===== src/source/paging_defines.svh =====
`ifndef PAGING_DEFINES_SVH
`define PAGING_DEFINES_SVH

// paging port addresses
`define PORT_7FFD       16'h7FFD
`define PORT_EFF7       16'hEFF7
`define PORT_77_LOW     8'h77
`define PAGER_PORT_LOW  8'hF7
// bits 13..8 of a window pager port, window number sits in 15..14
`define PAGER_PORT_MID  6'h3F

// address and page widths
`define PHYS_ADDR_W     21
`define WIN_ADDR_W      14
`define RAM_PAGE_W      7
`define ROM_PAGE_W      5
`define N_WINDOWS       4

// fixed pentagon pages and the dos trap
`define DOS_TRAP_HI     8'h3D
`define PENT_WIN1_PAGE  7'd5
`define PENT_WIN2_PAGE  7'd2

`endif


===== src/source/z80_bus_pkg.sv =====
`include "paging_defines.svh"

package z80_bus_pkg;

	////////////////////////////////////////////////////////////////////////////
	// z80 side transactions
	////////////////////////////////////////////////////////////////////////////

	// one i/o write cycle
	typedef struct packed
	{
		logic [15:0] port;
		logic [7:0]  data;
	} io_wr_t;

	// one memory access, m1 marks an opcode fetch
	typedef struct packed
	{
		logic [15:0] addr;
		logic        m1;
	} mem_req_t;

	// translated access as seen by the memory side
	typedef struct packed
	{
		logic                    is_ram;
		logic [`PHYS_ADDR_W-1:0] phys_addr;
	} mapped_t;

endpackage


===== src/source/paging_pkg.sv =====
`include "paging_defines.svh"

package paging_pkg;

	////////////////////////////////////////////////////////////////////////////
	// page entry, one byte per window
	////////////////////////////////////////////////////////////////////////////

	// ram page view
	typedef struct packed
	{
		logic                   is_ram;
		logic [`RAM_PAGE_W-1:0] ram_page;
	} ram_view_t;

	// rom page view, top page bits unused
	typedef struct packed
	{
		logic                               is_ram;
		logic [`RAM_PAGE_W-`ROM_PAGE_W-1:0] unused;
		logic [`ROM_PAGE_W-1:0]             rom_page;
	} rom_view_t;

	// bit 7 tells which view applies
	typedef union packed
	{
		ram_view_t ram;
		rom_view_t rom;
	} page_entry_u;

	////////////////////////////////////////////////////////////////////////////
	// pentagon registers
	////////////////////////////////////////////////////////////////////////////

	// p7ffd: 7..6 and 2..0 ram page, 4 rom select, 5 lock
	// eff7: bit 3 maps ram page 0 into window 0
	typedef struct packed
	{
		logic [7:0] p7ffd;
		logic [7:0] eff7;
	} pent_state_t;

endpackage


===== src/source/port_decoder.sv =====
`timescale 1ns/100ps
`include "paging_defines.svh"

module port_decoder
	import z80_bus_pkg::*;
(
	input  logic                  fclk,
	input  logic                  reset,

	input  logic                  io_wr_stb,
	input  io_wr_t                io_wr,

	output logic                  wr_7ffd,
	output logic                  wr_eff7,
	output logic [`N_WINDOWS-1:0] wr_page,
	output logic                  pager_on
);

	logic       hit_7ffd;
	logic       hit_eff7;
	logic       hit_77;
	logic       hit_pager;
	logic [1:0] win_sel;

	////////////////////////////////////////////////////////////////////////////
	// address compare
	////////////////////////////////////////////////////////////////////////////

	// full 16-bit decode for the pentagon ports
	assign hit_7ffd = (io_wr.port == `PORT_7FFD);
	assign hit_eff7 = (io_wr.port == `PORT_EFF7);

	// port 77 only looks at the low byte
	assign hit_77 = (io_wr.port[7:0] == `PORT_77_LOW);

	// xxF7 with bits 13..8 all set is a window pager port
	assign hit_pager = (io_wr.port[7:0] == `PAGER_PORT_LOW) &&
		(io_wr.port[13:8] == `PAGER_PORT_MID);

	assign win_sel = io_wr.port[15:14];

	////////////////////////////////////////////////////////////////////////////
	// write strobes, one cycle with io_wr_stb
	////////////////////////////////////////////////////////////////////////////

	assign wr_7ffd = io_wr_stb && hit_7ffd;
	assign wr_eff7 = io_wr_stb && hit_eff7;

	always_comb
	begin
		for (int w = 0; w < `N_WINDOWS; w++)
		begin
			wr_page[w] = io_wr_stb && hit_pager && (win_sel == 2'(w));
		end
	end

	////////////////////////////////////////////////////////////////////////////
	// paging scheme select
	////////////////////////////////////////////////////////////////////////////

	// 0 pentagon, 1 atm windows
	always_ff @(posedge fclk)
	begin
		if (reset)
		begin
			pager_on <= 1'b0;
		end
		else if (io_wr_stb && hit_77)
		begin
			pager_on <= io_wr.data[0];
		end
	end

endmodule


===== src/source/pent_regs.sv =====
`timescale 1ns/100ps

module pent_regs
	import paging_pkg::*;
(
	input  logic        fclk,
	input  logic        reset,

	input  logic        wr_7ffd,
	input  logic        wr_eff7,
	input  logic [7:0]  data,

	output pent_state_t pent
);

	logic lock;

	// bit 5 freezes 7ffd until reset
	assign lock = pent.p7ffd[5];

	// 7ffd
	always_ff @(posedge fclk)
	begin
		if (reset)
		begin
			pent.p7ffd <= 8'h00;
		end
		else if (wr_7ffd && !lock)
		begin
			pent.p7ffd <= data;
		end
	end

	// eff7, never locked
	always_ff @(posedge fclk)
	begin
		if (reset)
		begin
			pent.eff7 <= 8'h00;
		end
		else if (wr_eff7)
		begin
			pent.eff7 <= data;
		end
	end

endmodule


===== src/source/window_pager.sv =====
`timescale 1ns/100ps
`include "paging_defines.svh"

module window_pager
	import paging_pkg::*;
#(
	parameter int WINDOW = 0
)
(
	input  logic        fclk,
	input  logic        reset,

	input  logic        wr_page,
	input  logic [7:0]  data,

	input  logic        pager_on,
	input  pent_state_t pent,
	input  logic        dos,

	output page_entry_u entry
);

	page_entry_u atm_page;
	page_entry_u pent_page;

	// atm page byte for this window
	always_ff @(posedge fclk)
	begin
		if (reset)
		begin
			atm_page <= '0;
		end
		else if (wr_page)
		begin
			atm_page <= data;
		end
	end

	////////////////////////////////////////////////////////////////////////////
	// pentagon mapping of this window
	////////////////////////////////////////////////////////////////////////////

	always_comb
	begin
		pent_page = '0;
		case (WINDOW)
			0:
			begin
				if (pent.eff7[3])
				begin
					// ram page 0 over the rom
					pent_page.ram.is_ram = 1'b1;
				end
				else
				begin
					pent_page.rom.rom_page = {3'b000, dos, pent.p7ffd[4]};
				end
			end
			1:
			begin
				pent_page.ram.is_ram   = 1'b1;
				pent_page.ram.ram_page = `PENT_WIN1_PAGE;
			end
			2:
			begin
				pent_page.ram.is_ram   = 1'b1;
				pent_page.ram.ram_page = `PENT_WIN2_PAGE;
			end
			default:
			begin
				// 128k page plus the two extended bits
				pent_page.ram.is_ram   = 1'b1;
				pent_page.ram.ram_page = {2'b00, pent.p7ffd[7:6], pent.p7ffd[2:0]};
			end
		endcase
	end

	assign entry = pager_on ? atm_page : pent_page;

endmodule


===== src/source/dos_tracker.sv =====
`timescale 1ns/100ps
`include "paging_defines.svh"

module dos_tracker
	import z80_bus_pkg::*, paging_pkg::*;
(
	input  logic        fclk,
	input  logic        reset,

	input  logic        mem_stb,
	input  mem_req_t    mem_req,

	input  page_entry_u win0,
	input  logic        rom_sel,

	output logic        dos
);

	logic fetch;
	logic trap_hit;
	logic exit_hit;

	assign fetch = mem_stb && mem_req.m1;

	// opcode fetch at 3Dxx from the basic rom
	assign trap_hit = fetch && (mem_req.addr[15:8] == `DOS_TRAP_HI) &&
		!win0.rom.is_ram && rom_sel;

	// any opcode fetch outside window 0
	assign exit_hit = fetch && (mem_req.addr[15:`WIN_ADDR_W] != '0);

	// the triggering fetch itself still sees the old flag
	always_ff @(posedge fclk)
	begin
		if (reset)
			dos <= 1'b0;
		else if (trap_hit)
			dos <= 1'b1;
		else if (exit_hit)
			dos <= 1'b0;
	end

endmodule


===== src/source/addr_mapper.sv =====
`timescale 1ns/100ps
`include "paging_defines.svh"

module addr_mapper
	import z80_bus_pkg::*, paging_pkg::*;
(
	input  logic                             fclk,
	input  logic                             reset,

	input  logic                             mem_stb,
	input  mem_req_t                         mem_req,

	input  page_entry_u [`N_WINDOWS-1:0]     entries,

	output logic                             mapped_valid,
	output mapped_t                          mapped
);

	logic [1:0]              win;
	page_entry_u             sel;
	logic [`PHYS_ADDR_W-1:0] phys;

	////////////////////////////////////////////////////////////////////////////
	// window select and address build
	////////////////////////////////////////////////////////////////////////////

	assign win = mem_req.addr[15:`WIN_ADDR_W];
	assign sel = entries[win];

	always_comb
	begin
		if (sel.ram.is_ram)
			phys = {sel.ram.ram_page, mem_req.addr[`WIN_ADDR_W-1:0]};
		else
			phys = {{(`PHYS_ADDR_W-`ROM_PAGE_W-`WIN_ADDR_W){1'b0}},
				sel.rom.rom_page, mem_req.addr[`WIN_ADDR_W-1:0]};
	end

	////////////////////////////////////////////////////////////////////////////
	// output stage, one result per strobe
	////////////////////////////////////////////////////////////////////////////

	always_ff @(posedge fclk)
	begin
		if (reset)
			mapped_valid <= 1'b0;
		else
			mapped_valid <= mem_stb;
	end

	// payload only moves with a request
	always_ff @(posedge fclk)
	begin
		if (mem_stb)
		begin
			mapped.is_ram    <= sel.ram.is_ram;
			mapped.phys_addr <= phys;
		end
	end

endmodule


===== src/source/paging_top.sv =====
`timescale 1ns/100ps
`include "paging_defines.svh"

module paging_top
	import z80_bus_pkg::*, paging_pkg::*;
(
	input  logic     fclk,
	input  logic     reset,

	input  logic     io_wr_stb,
	input  io_wr_t   io_wr,

	input  logic     mem_stb,
	input  mem_req_t mem_req,

	output logic     mapped_valid,
	output mapped_t  mapped,
	output logic     dos
);

	logic                          wr_7ffd;
	logic                          wr_eff7;
	logic [`N_WINDOWS-1:0]         wr_page;
	logic                          pager_on;
	pent_state_t                   pent;
	page_entry_u [`N_WINDOWS-1:0]  entries;

	port_decoder i_port_decoder (
		.fclk      (fclk),
		.reset     (reset),
		.io_wr_stb (io_wr_stb),
		.io_wr     (io_wr),
		.wr_7ffd   (wr_7ffd),
		.wr_eff7   (wr_eff7),
		.wr_page   (wr_page),
		.pager_on  (pager_on)
	);

	pent_regs i_pent_regs (
		.fclk    (fclk),
		.reset   (reset),
		.wr_7ffd (wr_7ffd),
		.wr_eff7 (wr_eff7),
		.data    (io_wr.data),
		.pent    (pent)
	);

	////////////////////////////////////////////////////////////////////////////
	// window pagers
	////////////////////////////////////////////////////////////////////////////

	for (genvar i = 0; i < `N_WINDOWS; i++)
	begin : g_win
		window_pager #(.WINDOW(i)) i_window_pager (
			.fclk     (fclk),
			.reset    (reset),
			.wr_page  (wr_page[i]),
			.data     (io_wr.data),
			.pager_on (pager_on),
			.pent     (pent),
			.dos      (dos),
			.entry    (entries[i])
		);
	end

	// rom select is 7ffd bit 4
	dos_tracker i_dos_tracker (
		.fclk    (fclk),
		.reset   (reset),
		.mem_stb (mem_stb),
		.mem_req (mem_req),
		.win0    (entries[0]),
		.rom_sel (pent.p7ffd[4]),
		.dos     (dos)
	);

	addr_mapper i_addr_mapper (
		.fclk         (fclk),
		.reset        (reset),
		.mem_stb      (mem_stb),
		.mem_req      (mem_req),
		.entries      (entries),
		.mapped_valid (mapped_valid),
		.mapped       (mapped)
	);

endmodule


===== config.mk =====
export PLATFORM = sky130hd
export DESIGN_NAME = paging_top
export DESIGN_NICKNAME = d
export VERILOG_FILES = /design/src/source/z80_bus_pkg.sv /design/src/source/paging_pkg.sv /design/src/source/port_decoder.sv /design/src/source/pent_regs.sv /design/src/source/window_pager.sv /design/src/source/dos_tracker.sv /design/src/source/addr_mapper.sv /design/src/source/paging_top.sv
export VERILOG_INCLUDE_DIRS = /design/src /design/src/source
export SDC_FILE = /design/constraint.sdc
export NUM_CORES = 1
export LEC_CHECK = 0
export BUFFER_PORTS_ARGS = -buffer_cell sky130_fd_sc_hd__buf_2
export CAP_MARGIN = 20
export CORE_MARGIN = 2
export CORE_UTILIZATION = 40
export DETAILED_ROUTE_END_ITERATION = 12
export PLACE_DENSITY_LB_ADDON = 0.08
export SYNTH_ARGS = -nofsm -noshare
export SYNTH_HDL_FRONTEND = slang
export SYNTH_SLANG_ARGS = --single-unit

===== constraint.sdc =====
create_clock -name fclk -period 1.43 [get_ports fclk]
set_clock_uncertainty 0.1 [all_clocks]
set_input_delay 0.143 -clock fclk [delete_from_list [all_inputs] [get_ports fclk]]
set_output_delay 0.143 -clock fclk [all_outputs]
set_load 0.02 [all_outputs]

==> run metrics, run 1 <==
Clk Latency, worst-skew pair 0.34 ns; Total Nets Final approximately 400; Routed WL 6469 µm; setup slack at placement -0.009367 ns; GP Congestion 0.7870; IO Port Bufs 68; synthesis-stage register bit count between 60 and 70; first-pass GRT wire length 10570 µm; Max H-tree Level 3; Post-synth EDFFs 22; DR iter-0 viols 111; post-route design area 3760 µm²; worst-path maximum fanout 5; DR vias 2150; remaining global-route overflow 0; Yosys top cell area share 30.85%; router iterations before antenna repair 4; reg2reg setup slack 0.05 ns; ant diodes 0; most instantiated cells after synthesis nand2_1, mux2i_1, dfxtp_1, edfxtp_1, clkbuf_1; clk root buf clkbuf_8; residual DRC count 0; Post-Syn Instances approximately 250; largest net degree at the start of global routing 31; post-route antenna net violation count 0; Warnings, synthesis 0; initial antenna violation count 0; Rows 30; Fillers 614; Mapped Nets 293; All-Layer GR Usage a little under a fifth; Die Span Y 87.52 µm; MaxCap Viol Count 0; Setup TNS 0 ns; worst path arrival time ~1.5 ns; vias in the first global route roughly 2100; Distinct cells, synth just over 40; Power, Total just over 4 mW; mapped cell area 2790 µm²; Worst Path Required 1.53 ns; fmax 722.0 MHz; Min-Delay Path Class in2reg; HPWL after detailed placement ~4600 µm; Initial Util 41.30%; status finished clean; VDD IR max around 0.7 mV; Placed Instances 404; CTS max path bufs 2; CP Launch Type flip-flop; Via density 4.931; CTS Buf Count 9; post-layout utilization of the core 55.65%; hold_ws 0.05475 ns; dpl cell area 3367 µm²; register clock-pin slew on the reported worst setup and hold paths ~0.08 ns; HP Start io_wr[20]; non-filler instance count after layout 436; Die Area roughly 7700 µm²; Final Hold Vio Count 0; share of cells above drive strength 1 35.67%; headroom to the max-slew limit 81.26%; core area 6756 µm²; area leader, netlist dfxtp_1; Tcrit/Tclk final 96.85%; async set-reset flop share out of synthesis 0%; Worst setup startpoint i_port_decoder.pager_on$_SDFFE_PP0P_; top cells by area, synth dfxtp_1, edfxtp_1, mux2i_1, nand2_1, mux2_2; I/O pin cnt 69; Mean Syn Cell Area 11.25 µm²; CTS sink cnt 65; Max Slew Vio Count 0; post-synthesis sequential area ratio 54.53%; Critical Path End Type flip-flop; Die Wd 87.52 µm; Leakage Power 1.714 nW; final worst slack roughly 0.045 ns; Final Critical Period between 1 and 1.5 ns; Area Growth Syn to Fin 34.75%; critical path class reg2reg; CTS tree built; DR WL/cell about 15 µm; worst r2r src i_port_decoder.pager_on$_SDFFE_PP0P_; Setup Viol. Count Final 0; power density over cell area between 1000 and 1500 nW/µm²; Synth Flop Type dfxtp_1; top-count cell post-synth nand2_1; Slew @ Worst Pin about 0.28 ns
==> worst max-delay path, cell delays in order, from the launching register on <==
cell	delay (ns)
dfxtp_2	0.35
or3b_2	0.47
a21oi_2	0.15
a31oi_1	0.05
o21ai_1	0.13
==> layout make-up <==
type	count	area [µm²]	area share, %
Multi-Input combinational cell	166	1197	31.85
Clock inverter	6	90.09	2.396
Tap cell	80	100.1	2.662
Sequential cell	65	1524	40.53
Timing Repair Buffer	105	695.7	18.50
Inverter	4	15.01	0.3993
Clock buffer	10	137.6	3.661
==> layout by cell type (no fill, tap or decap), types with 2 or more instances in the layout <==
master          n
nor2b_1         4
inv_1           3
dfxtp_1        41
dlygate4sd3_1  16
a22o_1          3
clkbuf_8       10
mux4_2          2
nand3_2         3
nand2b_1        2
edfxtp_1       22
and3_1          2
dfxtp_2         2
mux2_2          4
mux2i_1        46
nor2_1          6
buf_2          68
buf_12          3
a21oi_1         3
a22oi_1         3
nand4_4         2
o21ai_0         4
bufinv_16       2
buf_4          18
nand2_1        56
nand3_1         4
and2_1          2
==> path summary, 6_finish.rpt <==
check,to,cells past startpoint
max,i_addr_mapper.mapped[15]$_DFFE_PP_,4
min,i_pent_regs.pent[3]$_SDFFE_PP0P_,4
max reg2reg,i_addr_mapper.mapped[15]$_DFFE_PP_,4
min reg2reg,g_win[1].i_window_pager.atm_page[4]$_SDFFE_PP0P_,2
==> timing repair <==
action                     CTS  global route
gates resized for setup      1             3
setup endpoints to repair    1            16
hold endpoints to repair    16             0
setup buffers                0             0
hold buffers                16             0
gates cloned                 0             0
==> registers in the layout (all words and copies together), names as in the netlist <==
signal	flops
g_win.i_window_pager.atm_page	32
i_addr_mapper.mapped	22
i_pent_regs.pent	8
i_port_decoder.pager_on	1
i_addr_mapper.mapped_valid	1
i_dos_tracker.dos	1
==> logic make-up (layout without fill, tap and decap cells) <==
family,Yosys count,in the layout,share of synthesized area [%]
AO/OA/AOI/OAI,20,20,4.799
buffers and inverters,17,125,2.690
flip-flops,65,65,54.53
multiplexers,52,52,19.73
AND/OR/NAND/NOR,94,94,18.25
==> layer usage <==
metal  global-route usage [%]  vias up  wire length (µm)
li1                         -     1082                 -
met1                    23.92      997              3166
met2                    29.68       65              2899
met3                    5.782        6               338
met4                    4.615        0                64
met5                        0        -                 0
==> report_power, final <==
group / total (mW) / leakage (nW) / internal [mW] / switching, mW
registers: 1.96 / 0.566 / 1.95 / 0.00883
clock network: 1.75 / 0.113 / 1.03 / 0.718
logic: 0.364 / 1.04 / 0.159 / 0.204
total: 4.08 / 1.71 / 3.15 / 0.931
(Power assumes the default switching activity.)
==> inputs of run 2 (changes only) <==
--- a/config.mk
+++ b/config.mk
@@ -8,6 +8,7 @@
 export LEC_CHECK = 0
 export BUFFER_PORTS_ARGS = -buffer_cell sky130_fd_sc_hd__buf_2
 export CAP_MARGIN = 20
+export CORE_ASPECT_RATIO = 1.25
 export CORE_MARGIN = 2
 export CORE_UTILIZATION = 40
 export DETAILED_ROUTE_END_ITERATION = 12
==> constraint.sdc (replaced) <==
create_clock -name fclk -period 1.3 [get_ports fclk]
set_clock_uncertainty 0.1 [all_clocks]
set_input_delay 0.13 -clock fclk [delete_from_list [all_inputs] [get_ports fclk]]
set_output_delay 0.13 -clock fclk [all_outputs]
set_load 0.02 [all_outputs]
==> run metrics, run 2 (synthesis results as in run 1) <==
CP Launch Type flip-flop; clk root buf clkbuf_8; Largest Register g_win.i_window_pager.atm_page; Placed Instances 418; Tcrit/Tclk final 100.0%; MaxCap Viol Count 0; Clk Latency, worst-skew pair 0.34 ns; Int Pwr 3.194 mW; setup slack at placement -0.1441 ns; Reg power frac roughly half; Setup TNS -0.0003434 ns; RSZ-0062 raised after global routing yes; Total Nets Final 401; CTS Buf Count 9; Rows 34; post-route design area 3811 µm²; Initial Util 40.74%; commonest non-fill, non-tap cell in the layout buf_2; post-layout utilization of the core about 56%; Max H-tree Level 3; HPWL after detailed placement 4508 µm; crit-path max cell delay 0.37 ns; ant diodes 0; critical path class reg2reg; max reg flops 32; core area 6849 µm²; final worst slack -0.0003434 ns; GP Congestion 0.8171; hold_ws 0.05377 ns; Slew @ Worst Pin 0.3364 ns; Power, Total between 4 and 5 mW; Final Hold Vio Count 0; Via density 4.774; Die Span Y 97.38 µm; status finished, violations left; I/O pin cnt 69; DR vias 2153; most frequent cells in the layout buf_2, nand2_1, mux2i_1; VDD IR max roughly 0.59 mV; CTS max path bufs 2; dpl cell area 3418 µm²; share of cells above drive strength 1 between 30% and 40%; Worst Path Required between 1 and 1.5 ns; Area Growth Syn to Fin 36.59%; Sw Ratio 23.57%; largest net degree at the start of global routing 40; vias in the first global route about 2100; Largest regs g_win.i_window_pager.atm_page: 32 flops, i_addr_mapper.mapped: 22 flops, i_pent_regs.pent: 8 flops; CTS sink cnt 65; non-filler instance count after layout around 450; register clock-pin slew on the reported worst setup and hold paths around 0.070 ns; Comb pwr share 9.8%; Slowest cell on crit path dfxtp_4; All-Layer GR Usage between 10% and 20%; Min-Delay Path Class in2reg; first-pass GRT wire length 10350 µm; Routed WL 6255 µm; Sw Pwr 985.0 µW; IO Port Bufs 68; failing checks setup timing; crit path cell chain or3b_4 > a21oi_2 > a31oi_1 > o21ai_1; postcts setup bufs 0; R2R depth 4; Fillers 624; router iterations before antenna repair 4; CP delay by family, top flip-flops; headroom to the max-slew limit 77.36%; Critical Path End Type flip-flop; remaining global-route overflow 0; post-route antenna net violation count 0; Buf+Inv Stages, Crit Path 0; CTS tree built; Setup Viol. Count Final 1; Die Wd 78.70 µm; Leakage Power 1.738 nW; worst path arrival time about 1.4 ns; Crit path depth 4; worst-path maximum fanout 6; initial antenna violation count 0; fmax slightly below 800 MHz; Final Critical Period 1.300 ns; Clock power frac 38.6%; DR iter-0 viols slightly above 90; Die Area 7663 µm²; Max Slew Vio Count 0; DR WL/cell 13.87 µm; power density over cell area 1097 nW/µm²; Hold Path Depth 3; residual DRC count 0
[run 2: cell count changes in the layout (fill, tap and decap cells not counted), sizes merged]
| cell | before | now |
|---|---|---|
| buf | 89 | 93 |
| dlygate4sd3 | 16 | 17 |
| bufinv | 2 | 1 |
| clkbuf | 10 | 9 |
| clkinv | 2 | 5 |
| inv | 5 | 4 |
[run 2: path summary, 6_finish.rpt]
path              slack [ns]                                        startpoint                                          endpoint
setup / recovery     -0.0003              i_port_decoder.pager_on$_SDFFE_PP0P_                i_addr_mapper.mapped[15]$_DFFE_PP_
hold / removal          0.05                                          io_wr[5]                 i_pent_regs.pent[13]$_SDFFE_PP0P_
setup reg to reg     -0.0003              i_port_decoder.pager_on$_SDFFE_PP0P_                i_addr_mapper.mapped[15]$_DFFE_PP_
hold reg to reg         0.36  g_win[1].i_window_pager.atm_page[0]$_SDFFE_PP0P_  g_win[1].i_window_pager.atm_page[0]$_SDFFE_PP0P_
[run 2: cell type report]
type	instances	area [µm²]	area share (%)
clock buffer	9	123.9	3.250
clock inverter	7	61.31	1.609
inverter	4	15.01	0.3940
multi-input combinational	166	1232	32.34
sequential	65	1530	40.15
tap	90	112.6	2.955
timing repair buffer	110	735.7	19.30
[run 2: power groups by stage]
stage                     Combinational [mW]  Clock (mW)  Sequential (mW)
after global placement                 0.368           0             2.20
after global routing                   0.443        1.75             2.16
final                                  0.408        1.62             2.16
after floorplan                        0.101           0             2.27
after CTS                              0.410        1.67             2.16
after detailed placement               0.368           0             2.20
[run 2: layer usage]
| layer | share of wire, % | vias to the layer above | GRT usage [%] |
|---|---|---|---|
| met3 | 6.7 | 9 | 5.483 |
| met1 | 45 | 977 | 22.18 |
| met5 | 0 | - | 0 |
| li1 | - | 1092 | - |
| met4 | 1.3 | 0 | 6.073 |
| met2 | 46 | 75 | 28.47 |
[run 2: timing repair]
action | CTS | global route
hold endpoints to repair | 17 | 0
pin swaps | 2 | 5
hold buffers | 17 | 0
endpoints found under the setup margin | 8 | 11
gates resized for setup | 4 | 9
[run 2: worst reg2reg max path, delay by kind of cell (launching register included)]
kind | cells | cell delay [ns]
flops | 1 | 0.37
simple gates | 1 | 0.37
compound gates | 3 | 0.31
